`config.mk`:
```
export PLATFORM = sky130hd
export DESIGN_NAME = hist_ctrl
export DESIGN_NICKNAME = d
export VERILOG_FILES = /design/src/hist_pkg.sv /design/src/hist_ctrl.sv
export SDC_FILE = /design/constraint.sdc
export NUM_CORES = 1
export LEC_CHECK = 0
export ABC_AREA = 1
export BUFFER_PORTS_ARGS = -buffer_cell sky130_fd_sc_hd__buf_4
export CAP_MARGIN = 30
export CORE_ASPECT_RATIO = 1.75
export CORE_UTILIZATION = 45
export DETAILED_ROUTE_END_ITERATION = 10
export PLACE_DENSITY = 0.73
export SLEW_MARGIN = 30
export SYNTH_ARGS = -nofsm -noshare
export SYNTH_HDL_FRONTEND = slang
export SYNTH_SLANG_ARGS = --single-unit
```
`constraint.sdc`:
```
create_clock -name clk -period 2.55 [get_ports clk]
set_clock_uncertainty 0.2 [all_clocks]
set_input_delay 0.1275 -clock clk [delete_from_list [all_inputs] [get_ports clk]]
set_output_delay 0.1275 -clock clk [all_outputs]
set_load 0.005 [all_outputs]
```
`src/hist_pkg.sv`:
```
// Histogram package
// Shared widths, depths and pipeline latencies of the start-stop
// time-difference histogram, plus the controller state encoding.

package hist_pkg;

    // tag stream shape, two tags arrive on every clock
    localparam int NUM_TAGS = 2;
    localparam int TAG_WIDTH = 32;
    localparam int CHANNEL_WIDTH = 4;
    localparam int SHIFT_WIDTH = 5;

    // bin memory shape, the top bin also collects overflow
    localparam int HIST_DEPTH = 64;
    localparam int HIST_ADDR_WIDTH = 6;
    localparam int HIST_WORD = 16;

    // cycles given to in-flight increments after a buffer swap
    localparam int DRAIN_DELAY = 8;
    localparam int DRAIN_WIDTH = $clog2(DRAIN_DELAY + 1);

    // address register, bank latency and two readout registers
    localparam int BANK_LATENCY = 2;
    localparam int READ_LATENCY = 1 + BANK_LATENCY + 2;

    // controller states
    localparam logic [1:0] ST_CLEARING = 2'd0;
    localparam logic [1:0] ST_WAIT_CONFIG = 2'd1;
    localparam logic [1:0] ST_GATHER = 2'd2;
    localparam logic [1:0] ST_READ = 2'd3;

endpackage

```
`src/hist_ctrl.sv`:
```
// Histogram controller
// Sweeps every bin clear after reset, latches the channel and shift
// configuration once, swaps the ping-pong buffers on a read request and
// generates the read-and-clear addresses under read_en.

`timescale 1ns/1ps

module hist_ctrl (
    input  logic                                clk,
    input  logic                                rst,
    input  logic                                config_en,
    input  logic [hist_pkg::CHANNEL_WIDTH-1:0]  start_channel,
    input  logic [hist_pkg::CHANNEL_WIDTH-1:0]  click_channel,
    input  logic [hist_pkg::SHIFT_WIDTH-1:0]    shift_val,
    input  logic                                read_start,
    input  logic                                read_en,
    output logic                                gather_en,
    output logic [hist_pkg::CHANNEL_WIDTH-1:0]  start_ch_q,
    output logic [hist_pkg::CHANNEL_WIDTH-1:0]  click_ch_q,
    output logic [hist_pkg::SHIFT_WIDTH-1:0]    shift_q,
    output logic                                read_bank,
    output logic [hist_pkg::HIST_ADDR_WIDTH-1:0] rd_addr,
    output logic                                rd_en,
    output logic                                rd_last,
    output logic                                clr
);

    logic [1:0] state;
    logic config_en_q;
    logic read_start_q;
    logic config_edge;
    logic read_edge;
    logic addr_last;
    logic [hist_pkg::HIST_ADDR_WIDTH-1:0] addr_cnt;
    logic [hist_pkg::DRAIN_WIDTH-1:0] drain_cnt;

    // only rising edges of the two request inputs count
    assign config_edge = config_en && !config_en_q;
    assign read_edge = read_start && !read_start_q;
    assign addr_last = (addr_cnt == hist_pkg::HIST_ADDR_WIDTH'(hist_pkg::HIST_DEPTH - 1));

    // tags are taken while gathering and also while the other buffer is read
    assign gather_en = (state == hist_pkg::ST_GATHER) || (state == hist_pkg::ST_READ);

    always_ff @(posedge clk) begin
        config_en_q <= config_en;
        read_start_q <= read_start;
        rd_en <= 1'b0;
        rd_last <= 1'b0;
        clr <= 1'b0;
        if (rst) begin
            state <= hist_pkg::ST_CLEARING;
            addr_cnt <= '0;
            drain_cnt <= '0;
            read_bank <= 1'b0;
            config_en_q <= 1'b0;
            read_start_q <= 1'b0;
        end else begin
            case (state)
                hist_pkg::ST_CLEARING: begin
                    // one address per cycle, all four banks write zero
                    clr <= 1'b1;
                    rd_addr <= addr_cnt;
                    addr_cnt <= addr_cnt + 1'b1;
                    if (addr_last) begin
                        state <= hist_pkg::ST_WAIT_CONFIG;
                    end
                end
                hist_pkg::ST_WAIT_CONFIG: begin
                    if (config_edge) begin
                        start_ch_q <= start_channel;
                        click_ch_q <= click_channel;
                        shift_q <= shift_val;
                        state <= hist_pkg::ST_GATHER;
                    end
                end
                hist_pkg::ST_GATHER: begin
                    // the filled buffer becomes the read side right away,
                    // new tags go to the other one
                    if (read_edge) begin
                        read_bank <= ~read_bank;
                        drain_cnt <= hist_pkg::DRAIN_WIDTH'(hist_pkg::DRAIN_DELAY);
                        state <= hist_pkg::ST_READ;
                    end
                end
                hist_pkg::ST_READ: begin
                    // wait for increments still in the bank pipelines
                    if (drain_cnt != '0) begin
                        drain_cnt <= drain_cnt - 1'b1;
                    end else if (read_en) begin
                        rd_en <= 1'b1;
                        rd_addr <= addr_cnt;
                        rd_last <= addr_last;
                        addr_cnt <= addr_cnt + 1'b1;
                        if (addr_last) begin
                            state <= hist_pkg::ST_GATHER;
                        end
                    end
                end
                default: begin
                    state <= hist_pkg::ST_CLEARING;
                end
            endcase
        end
    end

endmodule

```
==> results_dict.tcl <==
set metrics [dict create \
    avgSynthCellArea_um2 10.2 \
    core_mm2 0.00311 \
    r2r_cells 4 \
    required_ns 2.27 \
    cts_tree "yes" \
    numCtsBuffers 5 \
    synth_warnings 0 \
    post_cts_resized 0 \
    multi_input_area_um2 449 \
    ys_seq_area_share_pct 63.6 \
    synthesis.area_mm2 0.00146 \
    synth-seq-cells 37 \
    fmax_mhz 512 \
    cp-end-kind "flop" \
    setup_tns_ns 0 \
    io_buffers 41 \
    rows 27 \
    hp-start "drain_cnt[0]" \
    cts_root_buf "clkbuf_8" \
    slowest_delay_ns 0.49 \
    grtUsageTotal_pct 20.1 \
    ctsLongestPathBuffers 2 \
    antenna_found_initial 0 \
    busiest_layer "met2" \
    cts_max_level 2 \
    use_met2_pct 37.5 \
    synth_cell_types 25 \
    met3_usage_pct 4.19 \
    ff_latch_area_um2 931 \
    grt_pass1_wl_mm 5.06 \
    gr-total-overflow 0 \
    die_w_um 45.1 \
    final_common_cell "buf_4" \
    ant_nets 0 \
    die_area_mm2 0.00349 \
    hold_depth 2 \
    tightestPinTransition_ns 0.561 \
    routabilityCongestion 0.799 \
    crit_type "flop to flop" \
    whs_endpoint "drain_cnt[0]" \
    nFillCells 237 \
    io_pins 42 \
    synth_fp_nets 164 \
    post-cts-setup-buffers 0 \
    met1_usage_pct 19.4 \
    max_cap_viol_count 0 \
    crit_chain "inv_1 -> ha_1 -> nand4_4 -> a21oi_1" \
    drc 0 \
    hold_viol 0 \
    finalSetupViolations 0 \
    cp_num_buf_inv 1 \
    reg2reg_to "rd_addr[5]" \
    fin_crit_sh_pct 76.6 \
    initialDrtViolationCount 41 \
    drive_gt1_share_pct 29.9 \
    start_util_pct 47.1 \
    r2r_slack_ns 0.60 \
    area.growth.synth_to_final_pct 46.0 \
    vias 1212 \
    clock-sinks 37 \
    maxSlewViolCount 0 \
    fp.dieH_um 77.5 \
    cp.arrival_ns 1.67 \
    ir_worst_vdd_v 0.000426 \
    p_total_w 0.00135 \
    path_clk_slew_ns 0.07 \
    syn_inst 144 \
    clk_latency_ns 0.28 \
    powerDensity_mw_per_mm2 631 \
    final_cell_mix "42 x buf_4, 24 x nand2_1, 20 x nor2_1" \
    rsz0062_at_grt "false" \
    vias_per_cell 4.77 \
    finalNetCount 230 \
    grt_pass1_vias 1179 \
    dr.pass1.iters 4 \
    drt_wl_total_mm 3.10 \
    num_antenna_cells 0 \
    worst_setup_path_start_kind "flop" \
    hpwl_mm 2.06 \
    layout_min_cycle_time_ns 1.95 \
    status "finished, final reports clean" \
    wl_per_cell_um 12.2 \
    hold_path.class "flop to flop" \
    critPathSlowestCell "a21oi_1" \
    crit_fanout 6 \
    utilization_pct 68.8 \
    worstReg2RegStart "drain_cnt[0]" \
    leakagePower_nw 0.916 \
    crit_family "compound AO/OA/AOI/OAI gates" \
    slew_headroom_pct 62.6 \
    grt_max_degree 15 \
]
## worst max path at each step
| stage | from | to | cells after the start |
|---|---|---|---|
| floorplan | state[0] | click_ch_q[0] | 2 |
| global placement | drain_cnt[0] | rd_addr[1] | 4 |
| detailed placement | drain_cnt[0] | rd_addr[3] | 4 |
| CTS | drain_cnt[0] | rd_addr[5] | 4 |
| global route | drain_cnt[0] | rd_addr[5] | 4 |
| finish | drain_cnt[0] | rd_addr[5] | 4 |
## final cells by class
cell class / instances / area share (%)
Clock buffer: 6 / 3.86
Clock inverter: 2 / 1.76
Inverter: 20 / 3.63
Multi-Input combinational cell: 85 / 21.0
Sequential cell: 37 / 43.6
Tap cell: 43 / 2.52
Timing Repair Buffer: 61 / 23.7
## flip-flops by register name, indices dropped and copies added (netlist names)
name and count:
state 2, rd_last 1, clr 1, config_en_q 1
drain_cnt 4, addr_cnt 6, start_ch_q 4, click_ch_q 4
read_bank 1, rd_addr 6, rd_en 1, shift_q 5
read_start_q 1
## cell families after synthesis
logic type,after synthesis,share of synthesized area [%]
and+or+nand+nor,66,22.0
DFF,37,63.6
adders and majority gates,2,1.71
buffers and inverters,22,6.15
xor gates and xnor gates,2,1.20
AOI/OAI and AO/OA,15,5.38
## per-layer routing
| layer | vias up | part of all wire (%) |
|---|---|---|
| li1 | 602 | - |
| met1 | 552 | 34 |
| met2 | 54 | 58 |
| met3 | 4 | 5.9 |
| met4 | 0 | 1.9 |
| met5 | - | 0 |
## per-stage QoR
step / hold WS [ns] / area (um2) / worst slack, ns / instances
2_1_floorplan: -0.0101 / 1460 / 0.146 / 144
3_3_place_gp: 0.107 / 1830 / 0.693 / 227
3_5_place_dp: 0.107 / 1830 / 0.607 / 227
4_1_cts: 0.279 / 2140 / 0.596 / 254
5_1_grt: 0.311 / 2140 / 0.440 / 254
6_report: 0.274 / 2140 / 0.598 / 254
## tightest hold or removal path, stage by stage, from the launching register on
cell and delay [ns]:
dfxtp_1 0.32, nand2_1 0.06, a21oi_1 0.05
## cell usage after synthesis
library cell | n | area share, %
nand2_1 | 24 | 6.2
nor2_1 | 20 | 5.1
edfxtp_1 | 19 | 39
dfxtp_1 | 18 | 25
inv_1 | 17 | 4.4
a21oi_1 | 11 | 3.8
nand3_1 | 10 | 3.4
ha_1 | 2 | 1.7
inv_2 | 2 | 0.51
nand2_2 | 2 | 0.85
nand2_4 | 2 | 1.5
nand3_2 | 2 | 1.4
nand4_1 | 2 | 0.85
o21ai_0 | 2 | 0.68
a21oi_2 | 1 | 0.60
clkbuf_1 | 1 | 0.26
dlygate4sd1_1 | 1 | 0.60
inv_4 | 1 | 0.43
nand4_4 | 1 | 1.5
nor2_2 | 1 | 0.43
nor3_1 | 1 | 0.34
nor4_1 | 1 | 0.43
o21ai_1 | 1 | 0.34
xnor2_1 | 1 | 0.60
xor2_1 | 1 | 0.60
## power breakdown
| group | internal [W] | switching (W) |
|---|---|---|
| Clock | 0.000318 | 0.000199 |
| Combinational | 0.0000794 | 0.0000705 |
| Sequential | 0.000663 | 0.0000199 |
## repair_timing
| item | 4_1_cts | 5_1_grt |
|---|---|---|
| hold endpoints to repair | 24 | 0 |
| hold buffers | 19 | 0 |
| endpoints found under the setup margin | 0 | 0 |
Note: power is estimated with default switching activity, not from simulation.
