`src/hist_pkg.sv`:
```
// Histogram package
// Shared widths, depths and pipeline latencies of the start-stop
// time-difference histogram, plus the controller state encoding.

package hist_pkg;

    // tag stream shape, two tags arrive on every clock
    localparam int NUM_TAGS = 2;
    localparam int TAG_WIDTH = 32;
    localparam int CHANNEL_WIDTH = 4;
    localparam int SHIFT_WIDTH = 5;

    // bin memory shape, the top bin also collects overflow
    localparam int HIST_DEPTH = 64;
    localparam int HIST_ADDR_WIDTH = 6;
    localparam int HIST_WORD = 16;

    // cycles given to in-flight increments after a buffer swap
    localparam int DRAIN_DELAY = 8;
    localparam int DRAIN_WIDTH = $clog2(DRAIN_DELAY + 1);

    // address register, bank latency and two readout registers
    localparam int BANK_LATENCY = 2;
    localparam int READ_LATENCY = 1 + BANK_LATENCY + 2;

    // controller states
    localparam logic [1:0] ST_CLEARING = 2'd0;
    localparam logic [1:0] ST_WAIT_CONFIG = 2'd1;
    localparam logic [1:0] ST_GATHER = 2'd2;
    localparam logic [1:0] ST_READ = 2'd3;

endpackage

```
`src/hist_readout.sv`:
```
// Histogram readout
// Picks the lanes of the buffer being drained, sums them per bin and
// lines the last flag up with the final count before the output registers.

`timescale 1ns/1ps

module hist_readout (
    input  logic                                                 clk,
    input  logic                                                 rst,
    input  logic [hist_pkg::NUM_TAGS*hist_pkg::HIST_WORD-1:0]    count_b0,
    input  logic [hist_pkg::NUM_TAGS-1:0]                        valid_b0,
    input  logic [hist_pkg::NUM_TAGS*hist_pkg::HIST_WORD-1:0]    count_b1,
    input  logic [hist_pkg::NUM_TAGS-1:0]                        valid_b1,
    input  logic                                                 read_bank,
    input  logic                                                 rd_last,
    output logic [hist_pkg::HIST_WORD-1:0]                       data_out,
    output logic                                                 valid_out,
    output logic                                                 last_out
);

    localparam int HW = hist_pkg::HIST_WORD;
    localparam int BL = hist_pkg::BANK_LATENCY;

    logic [BL-1:0] last_dly;
    logic [BL-1:0] bank_dly;
    logic [hist_pkg::NUM_TAGS*HW-1:0] lanes_q;
    logic valid_q;
    logic last_q;
    logic [HW-1:0] sum;

    always_comb begin
        sum = '0;
        for (int i = 0; i < hist_pkg::NUM_TAGS; i++) begin
            sum = sum + lanes_q[i*HW +: HW];
        end
    end

    always_ff @(posedge clk) begin
        // the bank select travels with the request so a swap right after the
        // last address cannot redirect counts still in the banks
        lanes_q <= bank_dly[BL-1] ? count_b1 : count_b0;
        data_out <= sum;
        if (rst) begin
            last_dly <= '0;
            bank_dly <= '0;
            valid_q <= 1'b0;
            last_q <= 1'b0;
            valid_out <= 1'b0;
            last_out <= 1'b0;
        end else begin
            last_dly <= {last_dly[BL-2:0], rd_last};
            bank_dly <= {bank_dly[BL-2:0], read_bank};
            valid_q <= bank_dly[BL-1] ? |valid_b1 : |valid_b0;
            last_q <= last_dly[BL-1];
            valid_out <= valid_q;
            last_out <= last_q;
        end
    end

endmodule

```
`config.mk`:
```
export PLATFORM = sky130hd
export DESIGN_NAME = hist_readout
export DESIGN_NICKNAME = d
export VERILOG_FILES = /design/src/hist_pkg.sv /design/src/hist_readout.sv
export SDC_FILE = /design/constraint.sdc
export NUM_CORES = 1
export LEC_CHECK = 0
export BUFFER_PORTS_ARGS = -buffer_cell sky130_fd_sc_hd__clkbuf_2
export CORE_MARGIN = 5
export CORE_UTILIZATION = 29
export CTS_BUF_LIST = sky130_fd_sc_hd__clkbuf_8
export DETAILED_ROUTE_END_ITERATION = 10
export SLEW_MARGIN = 40
export SYNTH_ARGS = -nofsm -noshare
export SYNTH_HDL_FRONTEND = slang
export SYNTH_SLANG_ARGS = --single-unit
export TNS_END_PERCENT = 10
```
`constraint.sdc`:
```
create_clock -name clk -period 1.8 [get_ports clk]
set_input_delay 0.36 -clock clk [delete_from_list [all_inputs] [get_ports clk]]
set_output_delay 0.36 -clock clk [all_outputs]
set_load 0.1 [all_outputs]
```
==> results of run 1 <==
[timing repair]
item,CTS,global route
setup buffers,0,4
endpoints found under the setup margin,7,8
pin swaps,2,11
hold endpoints to repair,0,0
gates resized for setup,2,15
[synth_stat cells]
cell,n
nor3_1,5
buf_2,3
or3_1,1
o211ai_1,2
o2111ai_1,1
a31oi_1,1
o21ai_0,4
dfxtp_1,56
nor3_2,1
o21ai_1,1
and2_1,1
xor2_1,5
a21o_1,8
fa_1,1
nor2b_1,7
and3_1,1
o21a_1,1
a211o_1,1
mux2_2,32
a211oi_2,1
nand2_1,8
o311ai_4,1
o21bai_1,1
a21oi_1,11
nand4_1,2
clkbuf_2,1
ha_1,15
nand3_1,5
a221oi_1,1
a31o_2,2
o21ba_2,1
nor2_1,6
xnor2_1,8
clkbuf_1,4
a211oi_1,4
[worst max-delay path, delay by kind of cell, from the launching register on]
| family | cells | cell delay [ps] |
|---|---|---|
| AOI/OAI and AO/OA | 2 | 630 |
| DFF | 1 | 410 |
| adders and majority gates | 1 | 240 |
| and+or+nand+nor | 2 | 210 |
| xor gates and xnor gates | 1 | 170 |
[worst paths after layout]
kind,endpoint,slack [ps],cells after the start
worst max-delay path,data_out[9]$_DFF_P_,30,6
worst max register to register,data_out[9]$_DFF_P_,30,6
worst min-delay path,last_dly[0]$_SDFF_PP0_,260,2
worst min register to register,last_out$_SDFF_PP0_,440,1
[report_power, final]
part | total, mW | switching [mW] | internal, mW
sequential | 1.46 | 0.0539 | 1.41
clock | 0.690 | 0.382 | 0.308
combinational | 1.53 | 1.11 | 0.416
total | 3.68 | 1.55 | 2.13
[cells by family after synthesis]
logic type,after synthesis,share of synthesized area (%)
flops,56,48.22
xor+xnor,13,4.898
simple gates,37,8.073
fa+ha+maj,16,8.934
buf+inv,8,1.506
compound gates,41,12.86
mux,32,15.50
[layer usage]
layer  vias to the layer above  wire length [um]
li1                        940                 -
met4                         0                88
met1                       803              2294
met5                         -                 0
met3                         8               323
met2                        53              2396
[state kept, by name, summed over array words and instances, names as in the netlist]
signal / cells
lanes_q: 32
data_out: 16
bank_dly: 2
last_dly: 2
last_out: 1
last_q: 1
valid_out: 1
valid_q: 1
[area by class of cell]
class / count / area (um2) / share of cell area, %
clock buffer: 6 / 82.58 / 2.586
clock inverter: 2 / 10.01 / 0.3135
multi-input combinational: 139 / 1256 / 39.34
sequential: 56 / 1125 / 35.23
tap: 102 / 127.6 / 3.997
timing repair buffer: 108 / 591.8 / 18.53
[through the flow]
step                hold WS [ps]  cell area [um2]  TNS, ps  total power, mW  util, %
global route               252.2             3193   -225.5            3.873    41.11
global placement           419.4             2978   -49.56            2.949    38.34
finish                     260.4             3193        0            3.678    41.11
detailed placement         423.9             2978   -137.6            2.958    38.34
CTS                        249.6             3082   -7.955            3.664    39.67
floorplan                  413.8             2327        0            2.637        -
==> out/qor.yml, run 1 <==
status: "finished, final reports clean"
finalNetCount: 398
grt_pass1_wl_mm: 8.066
path_class: "flop to flop"
setup_viol: 0
antenna_found_initial: 0
die-width_um: 99.54
leakage_nw: 1.467
drc: 0
max-slew-margin-rel_pct: 63.61
powerDensity_mw_per_mm2: 1152
hold_path_class: "primary input to flop"
dp_hpwl_mm: 3.975
syn_avg_cell_area_um2: 11.45
synth_nets: 291
grtUsageTotal_pct: 10.11
fmax_mhz: 566.1
final_cells: 413
die_y_um: 99.54
fill_cells: 786
skew_ps: 4.228
startpoint: "lanes_q[17]$_DFF_P_"
cp_cell_sequence: "ha_4 -> a211oi_4 -> nor3_4 -> o311ai_4 -> nand2_1 -> xor2_1"
worst_slack_ps: 33.57
cts_max_path_buffers: 2
num_vias: 1804
final_common_cell: "clkbuf_2"
h-tree-depth: 2
hp-start: "rd_last"
synth_top_cell_by_area: "dfxtp_1"
synthDistinctLibCells: 35
gp_congestion: 0.8205
wl_per_cell_um: 12.35
postSynthCellCount: 203
wirelength_mm: 5.102
rr_startpoint: "lanes_q[17]$_DFF_P_"
grt_max_degree: 20
critPathMaxStageDelay_ps: 410
ys_seq_area_share_pct: 48.22
ys_ff_latch: 56
grt_pass1_vias: 1816
initial_core_util_pct: 29.93
holdBufCountCts: 0
root_buffer: "clkbuf_8"
peakVddDrop_mv: 0.3463
worst_slew_pin_slew_ps: 548.2
antenna_cells: 0
cp.arrival_ps: 1970
dpl_worst_slack_ps: -35.03
cts_buffers: 5
use_met1_pct: 12.52
top_usage_layer: "met2"
dieArea_mm2: 0.009907
firstDrtPassIters: 4
use_met3_pct: 2.735
period_needed_ps: 1766
slowest_stage: "dfxtp_1"
hold_viol: 0
layout-drive-gt1-share_pct: 53.70
synth_area_leaders: "dfxtp_1 (48%), mux2_2 (16%), ha_1 (8.1%)"
clk_latency_ps: 300
crit_fanout: 6
port_buffers: 89
layout_common_cells: "clkbuf_2 (89), dfxtp_1 (53), mux2_2 (32)"
startpoint_type: "flop"
core_area_mm2: 0.007767
overflow: 0
tritoncts: "done"
io_pins: 90
rsz0062_at_grt: "yes"
required_ps: 2000
syn_area_mm2: 0.002325
num_rows: 32
drv_cap: 0
slew_violations: 0
vias_per_cell: 4.368
place_inst: 401
drt_iter0_markers: 49
numClockSinks: 56
syn2layout_area_growth_pct: 37.35
period_share_pct: 98.14
end_kind: "flop"
path_clk_slew_ps: 90
drtAntennaViolNets: 0
ys_warn_count: 0
yosysTopAreaCellShare_pct: 48.22
met2_usage_pct: 16.79
No activity file was read; power rests on OpenSTA's default activity.
==> inputs of run 2 (changes only) <==
--- a/config.mk
+++ b/config.mk
@@ -6,7 +6,8 @@
 export NUM_CORES = 1
 export LEC_CHECK = 0
 export BUFFER_PORTS_ARGS = -buffer_cell sky130_fd_sc_hd__clkbuf_2
-export CORE_MARGIN = 5
+export CORE_ASPECT_RATIO = 2
+export CORE_MARGIN = 2
 export CORE_UTILIZATION = 29
 export CTS_BUF_LIST = sky130_fd_sc_hd__clkbuf_8
 export DETAILED_ROUTE_END_ITERATION = 10
==> run 2 against run 1 <==
Global-route usage increased by 0.90 points. Design area decreased by 1.6%. First-iteration DRC count decreased by 24%. Total power increased by 1.8%. Critical endpoint unchanged. Non-clock buffer count decreased by 6. Die area decreased by 11%. Clock power increased by 15%. Wire length decreased by 9.6%. Sequential power about the same. Sequential cell count unchanged. Clock skew increased by 4.1 ps.
==> out/qor.yml, run 2 (synthesis gave the netlist of run 1 again) <==
drt_iter0_markers: 37
skew_ps: 8.289
cp_num_buf_inv: 0
finalPower_mw: 3.745
largest_reg_flops: 32
top_register: "lanes_q"
io_pins: 90
drv_cap: 0
slew_violations: 0
wl_per_cell_um: 11.50
status: "finished, final reports clean"
powerDensity_mw_per_mm2: 1192
place_inst: 392
period_needed_ps: 1772
die_y_um: 130.6
startpoint_type: "flop"
cp.arrival_ps: 1980
required_ps: 2010
rsz0062_at_grt: "yes"
final_cells: 401
h-tree-depth: 2
hold_path_class: "primary input to flop"
fmax_mhz: 564.2
crit_fanout: 6
largestRegisters: "lanes_q: 32 flops, data_out: 16 flops"
drtAntennaViolNets: 0
firstDrtPassIters: 4
cp_cell_sequence: "ha_4 -> a211oi_4 -> nor3_2 -> o311ai_4 -> nand2_1 -> xor2_1"
worst_slew_pin_slew_ps: 553.3
grtUsageTotal_pct: 11.01
antenna_cells: 0
layout_common_cells: "clkbuf_2 (89), dfxtp_1 (54), mux2_2 (32)"
path_class: "flop to flop"
cts_max_path_buffers: 2
dp_hpwl_mm: 3.672
drc: 0
overflow: 0
rr_startpoint: "lanes_q[1]$_DFF_P_"
syn2layout_area_growth_pct: 35.15
clk_latency_ps: 310
initial_core_util_pct: 29.70
grt_max_degree: 21
setup_viol: 0
path_delay_family: "compound AO/OA/AOI/OAI gates"
numClockSinks: 56
dieArea_mm2: 0.008792
critPathMaxStageDelay_ps: 410
core_area_mm2: 0.007828
leakage_nw: 1.437
cts_buffers: 5
layout-drive-gt1-share_pct: 51.80
vias_per_cell: 4.574
num_rows: 46
grt_pass1_wl_mm: 7.376
slowest_stage: "o311ai_4"
hold_viol: 0
grt_pass1_vias: 1729
die-width_um: 67.31
num_vias: 1834
antenna_found_initial: 0
max-slew-margin-rel_pct: 63.27
port_buffers: 89
gp_congestion: 0.7983
finalNetCount: 392
period_share_pct: 98.46
root_buffer: "clkbuf_8"
worst_slack_ps: 27.73
fin_area_mm2: 0.003142
holdBufCountCts: 0
peakVddDrop_mv: 0.6004
path_clk_slew_ps: 90
startpoint: "lanes_q[1]$_DFF_P_"
dpl_worst_slack_ps: -87.74
end_kind: "flop"
tritoncts: "done"
wirelength_mm: 4.612
final_common_cell: "clkbuf_2"
hp-start: "rd_last"
dpl_cell_area_mm2: 0.002960
## run 2: final cells by class
type                            instances  area [um2]
Sequential cell                        56        1124
Timing Repair Buffer                  102       555.5
Clock inverter                          3       42.54
Multi-Input combinational cell        139        1231
Clock buffer                            5       68.82
Fill cell                             788        4686
Tap cell                               96       120.1
## run 2: power breakdown
| part | internal, mW | total, mW | switching [mW] |
|---|---|---|---|
| Sequential | 1.41 | 1.46 | 0.0531 |
| Combinational | 0.396 | 1.49 | 1.09 |
| Clock | 0.411 | 0.796 | 0.385 |
## run 2: path summary, 6_finish.rpt
kind	depth (start not counted)	slack [ps]	endpoint
min reg2reg	1	450	last_out$_SDFF_PP0_
max reg2reg	6	30	data_out[9]$_DFF_P_
max	6	30	data_out[9]$_DFF_P_
min	2	250	last_dly[0]$_SDFF_PP0_
## run 2: routing by layer
| metal | GRT usage, % | vias to the layer above | routed length, um |
|---|---|---|---|
| met5 | 0 | - | 0 |
| met4 | 5.402 | 0 | 99 |
| met3 | 2.397 | 11 | 337 |
| met2 | 19.10 | 71 | 2347 |
| met1 | 12.41 | 822 | 1828 |
| li1 | - | 930 | - |
## run 2: per-stage QoR
step	util (%)	TNS, ps	hold slack (ps)
after floorplan	-	0	413.8
after global placement	37.82	-64.93	417.3
after detailed placement	37.82	-420.1	428.9
after CTS	39.66	0	238.7
after global routing	40.14	-354.1	249.2
final	40.14	0	246.8
## run 2: repair_timing
| action | 4_1_cts | 5_1_grt |
|---|---|---|
| pin swaps | 7 | 4 |
| endpoints found under the setup margin | 8 | 8 |
| endpoints found under the hold margin | 0 | 0 |
| gates resized for setup | 6 | 7 |
| setup buffers | 1 | 0 |
