==> config.mk <==
export PLATFORM = sky130hd
export DESIGN_NAME = hist_bank
export DESIGN_NICKNAME = d
export VERILOG_FILES = /design/src/hist_pkg.sv /design/src/hist_bank.sv
export SDC_FILE = /design/constraint.sdc
export NUM_CORES = 1
export LEC_CHECK = 0
export BUFFER_PORTS_ARGS = -buffer_cell sky130_fd_sc_hd__buf_2
export CORE_ASPECT_RATIO = 0.8
export CORE_MARGIN = 2
export CORE_UTILIZATION = 55
export CTS_CLUSTER_DIAMETER = 50
export DETAILED_ROUTE_END_ITERATION = 6
export PLACE_DENSITY = 0.71
export SYNTH_ARGS = -nofsm -noshare
export SYNTH_HDL_FRONTEND = slang
export SYNTH_SLANG_ARGS = --single-unit
==> constraint.sdc <==
create_clock -name clk -period 11.15 [get_ports clk]
set_input_delay 2.23 -clock clk [delete_from_list [all_inputs] [get_ports clk]]
set_output_delay 2.23 -clock clk [all_outputs]
set_load 0.05 [all_outputs]
==> src/hist_pkg.sv <==
// Histogram package
// Shared widths, depths and pipeline latencies of the start-stop
// time-difference histogram, plus the controller state encoding.

package hist_pkg;

    // tag stream shape, two tags arrive on every clock
    localparam int NUM_TAGS = 2;
    localparam int TAG_WIDTH = 32;
    localparam int CHANNEL_WIDTH = 4;
    localparam int SHIFT_WIDTH = 5;

    // bin memory shape, the top bin also collects overflow
    localparam int HIST_DEPTH = 64;
    localparam int HIST_ADDR_WIDTH = 6;
    localparam int HIST_WORD = 16;

    // cycles given to in-flight increments after a buffer swap
    localparam int DRAIN_DELAY = 8;
    localparam int DRAIN_WIDTH = $clog2(DRAIN_DELAY + 1);

    // address register, bank latency and two readout registers
    localparam int BANK_LATENCY = 2;
    localparam int READ_LATENCY = 1 + BANK_LATENCY + 2;

    // controller states
    localparam logic [1:0] ST_CLEARING = 2'd0;
    localparam logic [1:0] ST_WAIT_CONFIG = 2'd1;
    localparam logic [1:0] ST_GATHER = 2'd2;
    localparam logic [1:0] ST_READ = 2'd3;

endpackage

==> src/hist_bank.sv <==
// Histogram bank
// One lane memory of one ping-pong buffer. On the gathering side it
// increments bins with a read-modify-write, on the read side it returns
// each count and writes zero, and clr zeroes a bin silently.

`timescale 1ns/1ps

module hist_bank #(
    parameter int BANK_ID = 0
) (
    input  logic                                 clk,
    input  logic [hist_pkg::HIST_ADDR_WIDTH-1:0] bin,
    input  logic                                 bin_valid,
    input  logic                                 read_bank,
    input  logic [hist_pkg::HIST_ADDR_WIDTH-1:0] rd_addr,
    input  logic                                 rd_en,
    input  logic                                 clr,
    output logic [hist_pkg::HIST_WORD-1:0]       count,
    output logic                                 count_valid
);

    logic [hist_pkg::HIST_WORD-1:0] mem [hist_pkg::HIST_DEPTH];
    logic read_side;
    logic [hist_pkg::HIST_ADDR_WIDTH-1:0] addr;
    logic s1_inc;
    logic s1_rd;
    logic s1_clr;
    logic s1_we;
    logic [hist_pkg::HIST_ADDR_WIDTH-1:0] s1_addr;
    logic [hist_pkg::HIST_WORD-1:0] s1_rdata;
    logic [hist_pkg::HIST_WORD-1:0] cur;
    logic [hist_pkg::HIST_WORD-1:0] wr_data;
    logic fwd_vld;
    logic [hist_pkg::HIST_ADDR_WIDTH-1:0] fwd_addr;
    logic [hist_pkg::HIST_WORD-1:0] fwd_data;

    // this bank is drained when the controller points read_bank at it
    assign read_side = (read_bank == 1'(BANK_ID));
    assign addr = (clr || read_side) ? rd_addr : bin;

    // the memory read lands one cycle after the address, so a write to the
    // same bin on the previous edge is taken from the forward register
    assign cur = (fwd_vld && (fwd_addr == s1_addr)) ? fwd_data : s1_rdata;

    // reads and clears both leave zero behind
    assign wr_data = s1_inc ? cur + 1'b1 : '0;
    assign s1_we = s1_inc || s1_rd || s1_clr;

    always_ff @(posedge clk) begin
        s1_rdata <= mem[addr];
        s1_addr <= addr;
        s1_clr <= clr;
        s1_rd <= read_side && rd_en && !clr;
        s1_inc <= !read_side && bin_valid && !clr;
        if (s1_we) begin
            mem[s1_addr] <= wr_data;
        end
    end

    always_ff @(posedge clk) begin
        fwd_vld <= s1_we;
        fwd_addr <= s1_addr;
        fwd_data <= wr_data;
        count <= cur;
        count_valid <= s1_rd;
    end

endmodule

==> results of run 1 <==
-- per-layer routing --
metal	share of wire	GRT usage	up-vias
met4	0.033	0.09474	2
met3	0.12	0.06880	223
li1	-	-	10390
met1	0.40	0.4006	12190
met5	0.00014	0	-
met2	0.45	0.4071	1452
-- cells in the final DEF (no fill, tap or decap), types with 10 or more instances in the layout --
cell type,instances
a2111oi_0,28
a21oi_1,101
a22oi_1,31
and4_1,16
buf_2,34
buf_4,106
clkbuf_1,22
clkbuf_16,102
clkbuf_8,10
clkinv_1,16
clkinv_2,18
dfxtp_1,65
edfxtp_1,1024
mux2_2,14
mux2i_1,104
mux4_2,98
nand2_1,519
nand3_1,259
nor2_1,78
nor2_4,11
o2111ai_1,34
o21ai_1,27
xnor2_1,13
-- how the worst max path moves through the flow --
| stage | cells after the start | to | from | slack (ps) |
|---|---|---|---|---|
| global placement | 12 | s1_rdata[11]$_DFF_P_ | clr | 4390 |
| CTS | 11 | s1_rdata[6]$_DFF_P_ | clr | 4970 |
| floorplan | 9 | mem[0][3]$_DFFE_PP_ | s1_addr[3]$_DFF_P_ | 5120 |
| detailed placement | 11 | s1_rdata[6]$_DFF_P_ | clr | 4390 |
| global route | 11 | s1_rdata[6]$_DFF_P_ | clr | 4720 |
| finish | 11 | s1_rdata[6]$_DFF_P_ | clr | 4800 |
-- report_power, final --
group | internal [mW] | total (mW) | switching [mW] | leakage, nW
sequential | 4.53 | 4.56 | 0.0311 | 10.1
clock | 1.85 | 3.34 | 1.49 | 1.58
combinational | 0.189 | 0.692 | 0.502 | 4.16
-- registers in the layout, summed over array words and instances (netlist names), 6 cells and up --
name and flops:
s1_addr 6, count 16, fwd_addr 6, mem 1024, fwd_data 16, s1_rdata 16
-- worst reg2reg max path, delay by kind of cell, from the launching register on --
family,cells,cell delay [ps]
XOR/XNOR,2,360
adder cells (fa/ha/maj),1,240
buffers and inverters,1,590
flip-flops,1,740
multiplexers,1,330
AND/OR/NAND/NOR,7,2290
-- layout make-up --
class	count	area, um2
Timing Repair Buffer	143	1026
Sequential cell	1089	32050
Inverter	12	55.05
Tap cell	1012	1266
Multi-Input combinational cell	1414	9432
Clock inverter	53	441.7
Antenna cell	5	12.51
Clock buffer	134	2773
Fill cell	5320	28500
-- metrics by stage --
step	setup slack, ps	util
2_1_floorplan	5123	-
3_3_place_gp	4385	0.5800
3_5_place_dp	4392	0.5801
4_1_cts	4969	0.6226
5_1_grt	4717	0.6226
6_report	4800	0.6228
-- kinds of logic after synthesis --
family                     share of synthesized area
AOI/OAI and AO/OA                            0.03814
xor gates and xnor gates                    0.003543
adders and majority gates                  0.0002977
buffers and inverters                        0.01715
DFF                                           0.7628
muxes                                        0.08207
and+or+nand+nor                              0.09603
==> flow_summary_export.csv, run 1 <==
group,metric,value,unit
critical_path,cp_common_cell,"buf_4",
sta,rsz0062_at_grt,"no",
floorplan,die_w,313.0,um
synthesis,avgSynthCellArea,15.77,um2
critical_path,arrival,6920,ps
sta,skew,18.29,ps
cells_and_area,final_cell_area,0.04706,mm2
route,drc,0,
sta,worst_pin_slew,1414,ps
cells_and_area,syn2layout_area_growth,11.99,%
synthesis,netlist_area,0.04202,mm2
route,num_vias,24250,
critical_path,slowest_delay,1120,ps
floorplan,ios,34,
sta,period_minus_slack,6350,ps
clock_network,cts-resized-gates,0,
synthesis,yosys-top-cells-count,"edfxtp_1 (1024), nand2_1 (521), nand3_1 (259), mux2i_1 (106), a21oi_1 (103)",
critical_path,ff2ff_setup_slack,6240,ps
critical_path,worstPathRequired,11720,ps
pwr,power,8.595,mW
pwr,power_per_cell_area,182.7,mW/mm2
sta,slew_headroom,0.03313,
clock_network,htreeDepth,3,
placement,placed_area,0.04383,mm2
synthesis,syn_inst,2664,
hold_path,hold_end,"fwd_addr[1]$_DFF_P_",
synthesis,yosys_most_used_dff,"edfxtp_1",
sta,whs,444.9,ps
global_route,antenna_found_initial,8,
placement,place.gp.congestion,0.9361,
synthesis,ys_seq_elements,1089,
sta,max_freq,157.5,MHz
placement,place_inst,3670,
global_route,overflow,0,
route,drt_iter0_drc,4047,
cells_and_area,final_cells,3862,
hold_path,holdCritPathClass,"reg2reg",
synthesis,ys_seq_area_frac,0.7628,
critical_path,endpoint_kind,"flop",
floorplan,dieArea,0.07864,mm2
sta,hold_viol,0,
synthesis,synth_largest_area_cell,"edfxtp_1",
floorplan,start_util,0.5561,
critical_path,cp_max_fo,125,
clock_network,clock_latency,680,ps
critical_path,crit_buf_inv,5,
outcome,status,"complete, no violations",
clock_network,clk_root_buffer_cell,"clkbuf_16",
floorplan,die_h,251.2,um
synthesis,yosysTopAreaCellShare,0.7318,
cells_and_area,drive_gt1_frac,0.1557,
critical_path,reg2reg_depth,12,
clock_network,tritoncts,"done",
sta,setup_viol,0,
critical_path,critPathLaunchType,"input port",
synthesis,async_flop_share,0,
critical_path,crit_path_top_delay_cell,"a2111oi_0",
synthesis,synthDistinctLibCells,51,
synthesis,synth_most_common_cell,"edfxtp_1",
floorplan,floorplan.rows,90,
floorplan,fp.coreArea,0.07556,mm2
clock_network,clkTransAtPathRegs,60,ps
synthesis,synth_area_leaders,"edfxtp_1 (73%), mux4_2 (5.3%), nand2_1 (4.7%)",
pwr,leakagePower,15.80,nW
route,via_per_inst,6.280,
synthesis,synth-edff-count,1024,
critical_path,cp_top_family,"buffers and inverters",
route,wl,106500,um
synthesis,yosys_warnings,0,
hold_path,min_from,"s1_addr[1]$_DFF_P_",
route,drtPass1Iterations,5,
run,cap_violations,0,
critical_path,regToRegEndpoint,"mem[63][8]$_DFFE_PP_",
critical_path,path_cells,"buf_2 -> nand2b_1 -> buf_4 -> mux2i_4 -> buf_12 -> inv_6 -> buf_4 -> mux4_2 -> a2111oi_0 -> o21ai_1 -> and4_1",
critical_path,critical_path_class,"in2reg",
global_route,grt_max_degree,126,
route,wl_per_cell,27.58,um
clock_network,numClockSinks,1089,
hold_path,hold_path_depth,0,
critical_path,reg2reg_from,"s1_addr[4]$_DFF_P_",
cells_and_area,nets,2778,
placement,port_buffers,33,
global_route,grt_pass1_vias,23270,
sta,setup_tns,0,ps
placement,dp.final_hpwl,62030,um
global_route,grtUsageTotal,0.2744,
global_route,grt_pass1_wl,156900,um
clock_network,post_cts_buffers,0,
sta,drv_slew,0,
sta,fin_crit_sh,0.5695,
synthesis,synth_nets,2682,
clock_network,cts_buffer_depth,3,
clock_network,cts_made_buffers,100,
clock_network,cts_hold_buffers,0,
pwr,vdd_drop_max,0.1421,mV
route,drtAntennaViolNets,0,
(Power assumes the default switching activity.)
==> inputs of run 2 (changes only) <==
- ABC_AREA: default -> 1
- clock period: 11.15 -> 6.4 ns (I/O delays scaled with it)
==> run 2 against run 1 <==
The run now ends with design-rule violations left. Sequential share of layout area decreased by 2.3 points. Critical endpoint is now mem[46][4]$_DFFE_PP_. Via count grew 18%. Synthesized cell count grew 36%. Clock power rose by 81%. Largest power group unchanged. Critical path type is now reg2reg. Die area up 4.3%. Non-clock buffer count unchanged. Combinational power up 110%. First-iteration DRC count grew 4.6%. Register-to-register slack lost 4400 ps. Critical path depth increased by 3. Area after synthesis rose by 4.3%. Clock skew grew 3.7 ps.
==> flow_summary_export.csv, run 2 <==
group,metric,value,unit
placement,dp.final_hpwl,60470,um
route,drt_iter0_drc,4233,
pwr,pwr-share-comb,0.094,
run,cap_violations,0,
synthesis,yosys_most_used_dff,"edfxtp_1",
floorplan,start_util,0.5559,
pwr,power_switching,3.692,mW
global_route,antenna_found_initial,6,
global_route,grt_pass1_wl,167900,um
synthesis,synth_area_leaders,"edfxtp_1 (70%), o21ai_0 (5.1%), nand3_1 (4.8%)",
critical_path,slowest_delay,1030,ps
synthesis,yosys_warnings,0,
cells_and_area,fin_util,0.6176,
route,wl,112400,um
placement,port_buffers,33,
pwr,power,15.41,mW
cells_and_area,layout_commonest_cell,"edfxtp_1",
clock_network,tritoncts,"done",
placement,placed_area,0.04540,mm2
clock_network,clkTransAtPathRegs,60,ps
cells_and_area,most-common-layout-cells,"edfxtp_1 (1024), o21ai_0 (450), nand3_1 (420)",
sta,skew,22.00,ps
clock_network,cts_made_buffers,99,
pwr,switching_share,0.2396,
sta,period_minus_slack,4516,ps
critical_path,crit_path_top_delay_cell,"a21oi_4",
cells_and_area,final_cells,4769,
critical_path,reg2reg_depth,14,
sta,setup_tns,0,ps
hold_path,hold_path_depth,0,
critical_path,critPathLaunchType,"flop",
synthesis,synthDistinctLibCells,34,
cells_and_area,largest_reg_flops,1024,
pwr,leakagePower,17.80,nW
critical_path,critical_path_class,"reg2reg",
route,wl_per_cell,23.57,um
critical_path,cp_common_cell,"nand2_1",
route,drtPass1Iterations,7,
synthesis,syn_inst,3630,
pwr,pwr-share-clk,0.391,
pwr,vdd_drop_max,0.3335,mV
synthesis,ys_seq_elements,1089,
sta,setup_viol,0,
critical_path,cp_max_fo,33,
sta,slew_headroom,0.1242,
global_route,grtUsageTotal,0.2726,
route,drc,7,
floorplan,dieArea,0.08199,mm2
synthesis,yosysTopAreaCellShare,0.7015,
synthesis,synth_compound_area_frac,0.1077,
synthesis,yosys.area_share.simple,0.1035,
placement,place.gp.congestion,0.8659,
critical_path,regToRegEndpoint,"mem[46][4]$_DFFE_PP_",
critical_path,endpoint_kind,"flop",
synthesis,synth_nets,3648,
outcome,status,"finished with violations",
sta,whs,385.7,ps
route,num_vias,28600,
clock_network,clock_latency,670,ps
synthesis,synth_top_family_by_area,"compound AO/OA/AOI/OAI gates",
clock_network,cts_buffer_depth,3,
cells_and_area,syn2layout_area_growth,11.11,%
critical_path,crit_buf_inv,4,
synthesis,netlist_area,0.04383,mm2
floorplan,fp.coreArea,0.07885,mm2
sta,max_freq,221.4,MHz
critical_path,cp_top_family,"simple AND/OR/NAND/NOR gates",
clock_network,htreeDepth,3,
critical_path,reg2reg_from,"s1_addr[5]$_DFF_P_",
synthesis,avgSynthCellArea,12.08,um2
sta,layout_setup_ws,1884,ps
synthesis,synth.area.mux_share,0,
synthesis,yosys-top-cells-count,"edfxtp_1 (1024), o21ai_0 (451), nand3_1 (420), inv_1 (379), nand2_1 (280)",
floorplan,die_h,256.5,um
global_route,grt_pass1_vias,26830,
hold_path,min_from,"s1_rd$_DFF_P_",
synthesis,synth_xor_area_frac,0,
route,via_per_inst,5.997,
clock_network,numClockSinks,1089,
global_route,grt_max_degree,219,
cells_and_area,drive_gt1_frac,0.09429,
critical_path,arrival,4940,ps
critical_path,path_cells,"inv_2 -> a21boi_2 -> nand2_1 -> nor2_4 -> nand2_4 -> nand2_1 -> nand2_1 -> inv_1 -> ha_1 -> inv_1 -> nor3_2 -> o21ai_0 -> a21oi_4 -> buf_4",
global_route,overflow,0,
placement,place_inst,4584,
floorplan,ios,34,
pwr,seq_power_share,0.515,
sta,drv_slew,0,
hold_path,holdCritPathClass,"reg2reg",
sta,fin_crit_sh,0.7056,
cells_and_area,final_cell_area,0.04870,mm2
clock_network,clk_root_buffer_cell,"clkbuf_16",
clock_network,post_cts_buffers,0,
synthesis,yosys.area_share.adder,0.0002854,
pwr,power_per_cell_area,316.4,mW/mm2
synthesis,ys_seq_area_frac,0.7312,
critical_path,worstPathRequired,6830,ps
placement,place_ws,1676,ps
synthesis,synth-edff-count,1024,
synthesis,async_flop_share,0,
synthesis,synth_most_common_cell,"edfxtp_1",
route,drtAntennaViolNets,0,
critical_path,ff2ff_setup_slack,1880,ps
hold_path,hold_end,"count_valid$_DFF_P_",
floorplan,floorplan.rows,92,
pwr,p_int,11.72,mW
sta,rsz0062_at_grt,"no",
cells_and_area,top_register,"mem",
synthesis,synth_largest_area_cell,"edfxtp_1",
clock_network,cts-resized-gates,0,
sta,worst_pin_slew,1311,ps
clock_network,cts_hold_buffers,0,
cells_and_area,nets,3669,
floorplan,die_w,319.6,um
sta,hold_viol,0,
outcome,violations,"design-rule violations",
==> run 2: how the worst max path moves through the flow <==
stage,endpoint,slack (ps),cells past startpoint,from
after detailed placement,s1_rdata[14]$_DFF_P_,1680,14,clr
after CTS,mem[4][4]$_DFFE_PP_,1970,14,s1_addr[5]$_DFF_P_
after global placement,s1_rdata[14]$_DFF_P_,1720,14,clr
after global routing,mem[4][4]$_DFFE_PP_,1650,14,s1_addr[5]$_DFF_P_
final,mem[46][4]$_DFFE_PP_,1880,14,s1_addr[5]$_DFF_P_
after floorplan,mem[0][7]$_DFFE_PP_,1740,12,s1_addr[5]$_DFF_P_
==> run 2: layer usage <==
| metal | track usage | vias up | wire length, um |
|---|---|---|---|
| li1 | - | 12960 | - |
| met2 | 0.4014 | 1611 | 49350 |
| met4 | 0.08517 | 2 | 3248 |
| met1 | 0.4101 | 13830 | 47000 |
| met5 | 0 | - | 13 |
| met3 | 0.05679 | 196 | 12770 |
==> run 2: layout make-up <==
cell class | count | area (um2)
Multi-Input combinational cell | 1920 | 9445
Timing Repair Buffer | 143 | 1091
Antenna cell | 2 | 5.005
Inverter | 398 | 1521
Clock buffer | 140 | 2839
Sequential cell | 1089 | 32050
Clock inverter | 43 | 455.4
Fill cell | 5918 | 30150
Tap cell | 1034 | 1294
==> run 2: cell families after synthesis <==
| kind of cell | after synthesis |
|---|---|
| simple gates | 1018 |
| flops | 1089 |
| buf+inv | 621 |
| fa+ha+maj | 1 |
| compound gates | 901 |
==> run 2: power groups by stage <==
stage	Clock, mW	Combinational [mW]	Sequential, mW
2_1_floorplan	0	0.856	8.15
3_3_place_gp	0	1.39	8.09
3_5_place_dp	0	1.42	8.09
4_1_cts	6.08	1.42	7.93
5_1_grt	6.34	1.57	7.94
6_report	6.03	1.44	7.94
==> run 2: worst reg2reg max path, delay by kind of cell (launching register included) <==
family | cells | cell delay, ps
compound gates | 3 | 1350
simple gates | 6 | 1460
flops | 1 | 430
fa+ha+maj | 1 | 180
buf+inv | 4 | 860
